File: src/common/fixed_pkg.sv
package fixed_pkg;

  ////////////////////////////////////////
  // Number format
  ////////////////////////////////////////

  // Signed two's-complement word
  localparam int DATA_WIDTH = 32;

  // Full product before the binary point shift
  localparam int PROD_WIDTH = 2 * DATA_WIDTH;

  typedef logic signed [DATA_WIDTH-1:0] word_t;

  ////////////////////////////////////////
  // Saturation limits
  ////////////////////////////////////////

  // Largest positive word
  localparam word_t WORD_MAX = {1'b0, {(DATA_WIDTH - 1) {1'b1}}};

  // Most negative word
  localparam word_t WORD_MIN = {1'b1, {(DATA_WIDTH - 1) {1'b0}}};

  ////////////////////////////////////////
  // Host operand bundle
  ////////////////////////////////////////

  // a_en and b_en strobe independently
  typedef struct packed {
    word_t a;
    logic  a_en;
    word_t b;
    logic  b_en;
  } operand_pair_t;

endpackage

File: src/common/vector_ctrl_pkg.sv
package vector_ctrl_pkg;

  ////////////////////////////////////////
  // Controller states
  ////////////////////////////////////////

  // Idle, collecting a pair, waiting on the multiplier
  typedef enum logic [1:0] {
    ST_IDLE  = 2'd0,
    ST_INPUT = 2'd1,
    ST_WAIT  = 2'd2
  } ctrl_state_t;

  ////////////////////////////////////////
  // Element result
  ////////////////////////////////////////

  // One product per element
  // Valid is a single-cycle strobe
  // Last marks the final element of a run
  typedef struct packed {
    fixed_pkg::word_t data;
    logic             valid;
    logic             last;
  } elem_result_t;

endpackage

File: src/hw/scalar_fixed_multiplier.sv
`timescale 1ns/10ps

module scalar_fixed_multiplier #(
  parameter int FRAC_BITS = 16
) (
  input  logic             CLK,
  input  logic             RST,
  input  logic             start,
  input  fixed_pkg::word_t a,
  input  fixed_pkg::word_t b,
  output logic             ready,
  output fixed_pkg::word_t product
);

  localparam int W  = fixed_pkg::DATA_WIDTH;
  localparam int PW = fixed_pkg::PROD_WIDTH;
  localparam int CW = $clog2(W);

  // Final shift-add step index
  localparam logic [CW-1:0] LAST_STEP = CW'(W - 1);

  ////////////////////////////////////////
  // Signals
  ////////////////////////////////////////

  logic          busy;
  logic [CW-1:0] step_cnt;

  // Operand magnitudes and running sum
  logic [ W-1:0] abs_a;
  logic [ W-1:0] abs_b;
  logic [PW-1:0] mag_a;
  logic [ W-1:0] mag_b;
  logic [PW-1:0] acc;
  logic [PW-1:0] acc_next;
  logic          neg;

  // Signed, shifted and clamped result
  logic signed [PW-1:0] full_prod;
  logic signed [PW-1:0] shifted;
  fixed_pkg::word_t     sat_prod;

  ////////////////////////////////////////
  // Datapath
  ////////////////////////////////////////

  // Magnitudes, the most negative word maps to 2^(W-1)
  assign abs_a = a[W-1] ? $unsigned(-a) : $unsigned(a);
  assign abs_b = b[W-1] ? $unsigned(-b) : $unsigned(b);

  // Add the shifted multiplicand when the current multiplier bit is set
  assign acc_next = acc + (mag_b[0] ? mag_a : '0);

  // Sign restored on the completed magnitude
  assign full_prod = neg ? -$signed(acc_next) : $signed(acc_next);

  // Arithmetic shift rounds toward minus infinity
  assign shifted = full_prod >>> FRAC_BITS;

  always_comb begin
    if (shifted > fixed_pkg::WORD_MAX) begin
      sat_prod = fixed_pkg::WORD_MAX;
    end else if (shifted < fixed_pkg::WORD_MIN) begin
      sat_prod = fixed_pkg::WORD_MIN;
    end else begin
      sat_prod = shifted[W-1:0];
    end
  end

  // Operand load and shift-add steps
  always_ff @(posedge CLK) begin
    if (start && !busy) begin
      mag_a <= {{(PW - W) {1'b0}}, abs_a};
      mag_b <= abs_b;
      acc   <= '0;
      neg   <= a[W-1] ^ b[W-1];
    end else if (busy) begin
      mag_a <= mag_a << 1;
      mag_b <= mag_b >> 1;
      acc   <= acc_next;
    end
  end

  ////////////////////////////////////////
  // Control
  ////////////////////////////////////////

  // Load at start, 32 steps, ready with the last step
  always_ff @(posedge CLK or posedge RST) begin
    if (RST) begin
      busy     <= 1'b0;
      step_cnt <= '0;
      ready    <= 1'b0;
      product  <= '0;
    end else begin
      ready <= 1'b0;
      if (start && !busy) begin
        busy     <= 1'b1;
        step_cnt <= '0;
      end else if (busy) begin
        step_cnt <= step_cnt + 1'b1;
        if (step_cnt == LAST_STEP) begin
          busy    <= 1'b0;
          ready   <= 1'b1;
          product <= sat_prod;
        end
      end
    end
  end

  // Caller must wait for ready before the next start
  a_no_start_busy: assert property (@(posedge CLK) disable iff (RST) busy |-> !start);

  // Completion is a one-cycle pulse
  a_ready_pulse: assert property (@(posedge CLK) disable iff (RST) ready |=> !ready);

endmodule

File: src/hw/vector_fixed_top.sv
`timescale 1ns/10ps

module vector_fixed_top #(
  parameter int FRAC_BITS  = 16,
  parameter int INDEX_SIZE = 8
) (
  input  logic                          CLK,
  input  logic                          RST,
  input  logic                          start,
  input  logic [INDEX_SIZE-1:0]         size_in,
  input  fixed_pkg::operand_pair_t      operands,
  output logic                          ready,
  output vector_ctrl_pkg::elem_result_t elem,
  output fixed_pkg::word_t              dot_out,
  output logic                          dot_ready
);

  ////////////////////////////////////////
  // Element products
  ////////////////////////////////////////

  // Shared by the host outputs and the accumulator
  vector_fixed_multiplier #(
    .FRAC_BITS (FRAC_BITS),
    .INDEX_SIZE(INDEX_SIZE)
  ) i_vec_mul (
    .CLK     (CLK),
    .RST     (RST),
    .start   (start),
    .size_in (size_in),
    .operands(operands),
    .ready   (ready),
    .elem    (elem)
  );

  ////////////////////////////////////////
  // Dot product
  ////////////////////////////////////////

  dot_accumulator i_dot_acc (
    .CLK      (CLK),
    .RST      (RST),
    .start    (start),
    .ready    (ready),
    .elem     (elem),
    .dot_out  (dot_out),
    .dot_ready(dot_ready)
  );

endmodule

File: src/vector_unit/dot_accumulator.sv
`timescale 1ns/10ps

module dot_accumulator (
  input  logic                          CLK,
  input  logic                          RST,
  input  logic                          start,
  input  logic                          ready,
  input  vector_ctrl_pkg::elem_result_t elem,
  output fixed_pkg::word_t              dot_out,
  output logic                          dot_ready
);

  localparam int W = fixed_pkg::DATA_WIDTH;

  ////////////////////////////////////////
  // Signals
  ////////////////////////////////////////

  fixed_pkg::word_t  sum_acc;
  logic signed [W:0] sum_wide;
  fixed_pkg::word_t  sum_sat;

  // Set between an accepted start and the result
  logic run_open;
  logic run_start;

  // Start taken when idle, or as the previous run closes
  assign run_start = start && (!run_open || ready);

  // One guard bit catches overflow
  assign sum_wide = $signed(sum_acc) + $signed(elem.data);

  always_comb begin
    if (sum_wide > fixed_pkg::WORD_MAX) begin
      sum_sat = fixed_pkg::WORD_MAX;
    end else if (sum_wide < fixed_pkg::WORD_MIN) begin
      sum_sat = fixed_pkg::WORD_MIN;
    end else begin
      sum_sat = sum_wide[W-1:0];
    end
  end

  ////////////////////////////////////////
  // Accumulate and emit
  ////////////////////////////////////////

  always_ff @(posedge CLK or posedge RST) begin
    if (RST) begin
      sum_acc   <= '0;
      dot_out   <= '0;
      dot_ready <= 1'b0;
      run_open  <= 1'b0;
    end else begin
      dot_ready <= 1'b0;
      if (elem.valid) begin
        sum_acc <= sum_sat;
        if (elem.last) begin
          dot_out   <= sum_sat;
          dot_ready <= 1'b1;
          run_open  <= 1'b0;
        end
      end else if (ready) begin
        // Empty run, sum still cleared
        dot_out   <= sum_acc;
        dot_ready <= 1'b1;
        run_open  <= 1'b0;
      end
      // New run wins over the closing one
      if (run_start) begin
        sum_acc  <= '0;
        run_open <= 1'b1;
      end
    end
  end

  a_dot_ready_pulse: assert property (@(posedge CLK) disable iff (RST)
    dot_ready |=> !dot_ready);

endmodule

File: src/vector_unit/vector_fixed_multiplier.sv
`timescale 1ns/10ps

module vector_fixed_multiplier #(
  parameter int FRAC_BITS  = 16,
  parameter int INDEX_SIZE = 8
) (
  input  logic                         CLK,
  input  logic                         RST,
  input  logic                         start,
  input  logic [INDEX_SIZE-1:0]        size_in,
  input  fixed_pkg::operand_pair_t     operands,
  output logic                         ready,
  output vector_ctrl_pkg::elem_result_t elem
);

  localparam logic [INDEX_SIZE-1:0] ONE_IDX = INDEX_SIZE'(1);

  ////////////////////////////////////////
  // Signals
  ////////////////////////////////////////

  vector_ctrl_pkg::ctrl_state_t state;

  // Run length latched at start
  logic [INDEX_SIZE-1:0] size_len;
  logic [INDEX_SIZE-1:0] index_cnt;
  logic [INDEX_SIZE-1:0] last_idx;

  // Operands already seen for this element
  logic have_a;
  logic have_b;
  logic pair_done;

  // Scalar multiplier port
  logic             start_mul;
  fixed_pkg::word_t mul_a;
  fixed_pkg::word_t mul_b;
  logic             mul_ready;
  fixed_pkg::word_t mul_out;

  assign last_idx = size_len - ONE_IDX;

  // Pair complete once both operands seen, this cycle's strobes included
  assign pair_done = (have_a | operands.a_en) & (have_b | operands.b_en);

  ////////////////////////////////////////
  // Controller
  ////////////////////////////////////////

  always_ff @(posedge CLK or posedge RST) begin
    if (RST) begin
      state     <= vector_ctrl_pkg::ST_IDLE;
      size_len  <= '0;
      index_cnt <= '0;
      have_a    <= 1'b0;
      have_b    <= 1'b0;
      start_mul <= 1'b0;
      ready     <= 1'b0;
      elem      <= '0;
    end else begin
      // Strobes default low
      start_mul  <= 1'b0;
      ready      <= 1'b0;
      elem.valid <= 1'b0;
      elem.last  <= 1'b0;
      case (state)
        vector_ctrl_pkg::ST_IDLE: begin
          if (start) begin
            size_len  <= size_in;
            index_cnt <= '0;
            have_a    <= 1'b0;
            have_b    <= 1'b0;
            // Empty run finishes at once
            if (size_in == '0) begin
              ready <= 1'b1;
            end else begin
              state <= vector_ctrl_pkg::ST_INPUT;
            end
          end
        end
        vector_ctrl_pkg::ST_INPUT: begin
          if (pair_done) begin
            // Launch on the cycle after the second strobe
            start_mul <= 1'b1;
            have_a    <= 1'b0;
            have_b    <= 1'b0;
            state     <= vector_ctrl_pkg::ST_WAIT;
          end else begin
            have_a <= have_a | operands.a_en;
            have_b <= have_b | operands.b_en;
          end
        end
        vector_ctrl_pkg::ST_WAIT: begin
          if (mul_ready) begin
            elem.data  <= mul_out;
            elem.valid <= 1'b1;
            if (index_cnt == last_idx) begin
              elem.last <= 1'b1;
              ready     <= 1'b1;
              state     <= vector_ctrl_pkg::ST_IDLE;
            end else begin
              index_cnt <= index_cnt + ONE_IDX;
              state     <= vector_ctrl_pkg::ST_INPUT;
            end
          end
        end
        default: begin
          state <= vector_ctrl_pkg::ST_IDLE;
        end
      endcase
    end
  end

  // Operand capture, only while collecting
  always_ff @(posedge CLK) begin
    if (state == vector_ctrl_pkg::ST_INPUT) begin
      if (operands.a_en) begin
        mul_a <= operands.a;
      end
      if (operands.b_en) begin
        mul_b <= operands.b;
      end
    end
  end

  ////////////////////////////////////////
  // Scalar multiplier
  ////////////////////////////////////////

  scalar_fixed_multiplier #(
    .FRAC_BITS(FRAC_BITS)
  ) i_scalar_mul (
    .CLK    (CLK),
    .RST    (RST),
    .start  (start_mul),
    .a      (mul_a),
    .b      (mul_b),
    .ready  (mul_ready),
    .product(mul_out)
  );

  // Results stay within the latched run length
  a_valid_in_run: assert property (@(posedge CLK) disable iff (RST)
    elem.valid |-> index_cnt < size_len);

endmodule
File: config.mk
export PLATFORM = sky130hd
export DESIGN_NAME = vector_fixed_top
export DESIGN_NICKNAME = d
export VERILOG_FILES = /design/src/common/fixed_pkg.sv /design/src/common/vector_ctrl_pkg.sv /design/src/hw/scalar_fixed_multiplier.sv /design/src/hw/vector_fixed_top.sv /design/src/vector_unit/dot_accumulator.sv /design/src/vector_unit/vector_fixed_multiplier.sv
export SDC_FILE = /design/constraint.sdc
export NUM_CORES = 1
export LEC_CHECK = 0
export ABC_AREA = 1
export BUFFER_PORTS_ARGS = -buffer_cell sky130_fd_sc_hd__buf_2
export CORE_MARGIN = 5
export CORE_UTILIZATION = 50
export CTS_CLUSTER_SIZE = 20
export DETAILED_ROUTE_END_ITERATION = 8
export HOLD_SLACK_MARGIN = 0.02
export PLACE_DENSITY = 0.67
export SLEW_MARGIN = 20
export SYNTH_ARGS = -nofsm -noshare
export SYNTH_HDL_FRONTEND = slang
export SYNTH_HIERARCHICAL = 1
export SYNTH_SLANG_ARGS = --single-unit
File: constraint.sdc
create_clock -name CLK -period 6.3 [get_ports CLK]
set_input_delay 0.63 -clock CLK [delete_from_list [all_inputs] [get_ports CLK]]
set_output_delay 0.63 -clock CLK [all_outputs]
set_load 0.02 [all_outputs]
==> impl_metrics.ini <==
[outcome]
outcome = finished, final reports clean

[die]
row_count = 85
core-area_um2 = 53900
die-area_um2 = 59200
fp.dieW_um = 243
io_pins = 145
die_y_um = 243
initial_core_util = 0.505

[worst_setup_path]
crit_fanout = 64
slowest_stage = fa_1
arrival_ns = 5.46
r2r_setup_slack_ns = 1.35
startpoint_type = register
cp-end-kind = register
critPathKind = reg -> reg
required_ns = 6.81
slowest_delay_ns = 0.44
path_common_cell = nand2_1

[synth]
synth_edf_count = 129
yosys-top-cells-area = nand2_1 (23%), dfrtp_1 (15%), edfxtp_1 (14%), inv_1 (7.9%), dfxtp_1 (7.1%)
synth_warnings = 6
async_reset_ff_frac = 0.417
syn_inst = 4150
syn-num-nets = 4330
syn-cell-area_um2 = 27200
yosysSeqAreaShare = 0.361
synth_cell_types = 51
avgSynthCellArea_um2 = 6.56
synth_top_area_frac = 0.232
synth_seq_cells = 386
yosysTopAreaCell = nand2_1
yosysMostFrequentCell = nand2_1
synth_common_cells = nand2_1 (1679), inv_1 (573), nor2_1 (314)
yosys_most_used_dff = dfrtp_1

[route]
post_drt_wl_per_cell_um = 15.2
drc = 0
vias = 25400
drt_first_pass_iters = 6
ant_nets = 0
via_per_inst = 5.08
drt_iter0_drc = 1889
drt-total-wl_um = 76100

[timing]
grt_setup_unrepaired = no
min_period_over_period = 0.785
fin_setup_tns_ns = 0
finalSetupViolCount = 0
slew_headroom = 0.311
timing.fmax_mhz = 202
tightest_slew_ns = 1.03
skew_ns = 0.0356
finalCriticalPeriod_ns = 4.95
finalHoldViolCount = 0
slew_viol_final = 0

[clock_tree]
tritoncts = yes
hold_buffers = 0
clk_latency_ns = 0.59
clk_pin_slew_ns = 0.06
cts_buffers = 46
cts_sinks = 386
cts_setup_buffers = 0
cts_buffer_depth = 3
htree_levels = 2
cts-root-buf = clkbuf_16
cts_repair_resize_count = 0

[finish]
fill_cells = 5408
area_delta_synth_final_pct = 10.8
fin_nets = 4452
insertedDiodeCount = 0
drive_gt1_frac = 0.105

[placed_design]
numPortBuffers = 144
gp_congestion = 1.03
dp_hpwl_um = 60200

[global_routing]
grt_max_degree = 91
grt_usage = 0.252
grt_pass1_wl_um = 123000
grt_pass1_vias = 23800
gr-total-overflow = 0
antenna_found_initial = 0

[power_and_ir_drop]
peakVddDrop_v = 0.000392
power.total_w = 0.0144
powerDensity_nw_per_um2 = 478
leakage_nw = 16.3

[min_path]
holdCritPathClass = in -> async

[run]
drv_cap = 0
## cell usage in the layout, fill, tap and decap left out, drive strengths merged, types with 31 or more instances in the layout
master and count:
clkbuf 58, nor2 346, dfxtp 96, nand3 243
or2 39, o21ai 174, xor2 87, inv 616
dfrtp 161, o22ai 31, a21oi 107, buf 163
nand2 1755, nand4 41, edfxtp 129, ha 101
nor3 32
## state kept, by name (all words and copies together), names as in the netlist, 8 cells and up
register and count:
i_vec_mul/mul_b 32, i_dot_acc/sum_acc 32, i_vec_mul/i_scalar_mul/mag_a 64, i_vec_mul/size_len 8, i_vec_mul/i_scalar_mul/product 32, i_vec_mul/mul_a 32, i_vec_mul/index_cnt 8, i_vec_mul/i_scalar_mul/acc 64
i_vec_mul/elem 34, i_dot_acc/dot_out 32, i_vec_mul/i_scalar_mul/mag_b 32
## critical path: cells and delay by family, from the launching register on
family | cells | cell delay (ns)
adders and majority gates | 2 | 0.65
buffers and inverters | 2 | 0.39
and+or+nand+nor | 26 | 3.46
DFF | 1 | 0.35
## power by group
| part | internal [W] | switching (W) |
|---|---|---|
| logic | 0.00230 | 0.00547 |
| registers | 0.00343 | 0.000423 |
| clock network | 0.00170 | 0.00109 |
| total | 0.00743 | 0.00698 |
## area by class of cell
cell class,instances,area (um^2),area share
tap,696,871,0.0289
clock inverter,27,345,0.0115
sequential,386,9820,0.326
inverter,618,2320,0.0770
timing repair buffer,163,863,0.0286
multi-input combinational,3057,14700,0.487
clock buffer,58,1250,0.0414
## layer usage
layer	GRT usage	up-vias	routed length [um]
li1	-	13200	-
met5	0	-	0
met2	0.422	680	35000
met1	0.345	11400	34300
met3	0.0311	127	4490
met4	0.0779	0	2380
## cell families after synthesis
kind of cell    Yosys count  share of synthesized area
flops                   386                      0.361
xor+xnor                117                     0.0376
simple gates           2481                      0.380
buf+inv                 707                      0.101
compound gates          356                     0.0725
fa+ha+maj               103                     0.0479
## path summary, 6_finish.rpt
| check | startpoint | endpoint | cells after the start |
|---|---|---|---|
| worst max register to register | i_vec_mul/i_scalar_mul/mag_b[0] | i_vec_mul/i_scalar_mul/product[21] | 30 |
| max in group asynchronous | RST | i_dot_acc/dot_out[26] | 3 |
| min in group CLK | operands[50] | i_vec_mul/mul_a[16] | 1 |
| worst min register to register | i_vec_mul/i_scalar_mul/mag_a[63] | i_vec_mul/i_scalar_mul/mag_a[63] | 2 |
| worst max-delay path | i_vec_mul/i_scalar_mul/mag_b[0] | i_vec_mul/i_scalar_mul/product[21] | 30 |
| worst min-delay path | RST | i_dot_acc/sum_acc[10] | 2 |
## stage by stage
stage          instances  worst slack, ns  utilization  hold slack [ns]  cell area (um^2)
2_1_floorplan       4150             2.50            -            0.428             27200
3_3_place_gp        4920             1.48        0.530            0.448             28600
3_5_place_dp        4920             1.42        0.530            0.451             28600
4_1_cts             5005             1.41        0.559            0.127             30100
5_1_grt             5005            0.782        0.559            0.167             30100
6_report            5005             1.35        0.559            0.137             30100
Power figures use the tool's default switching activity.
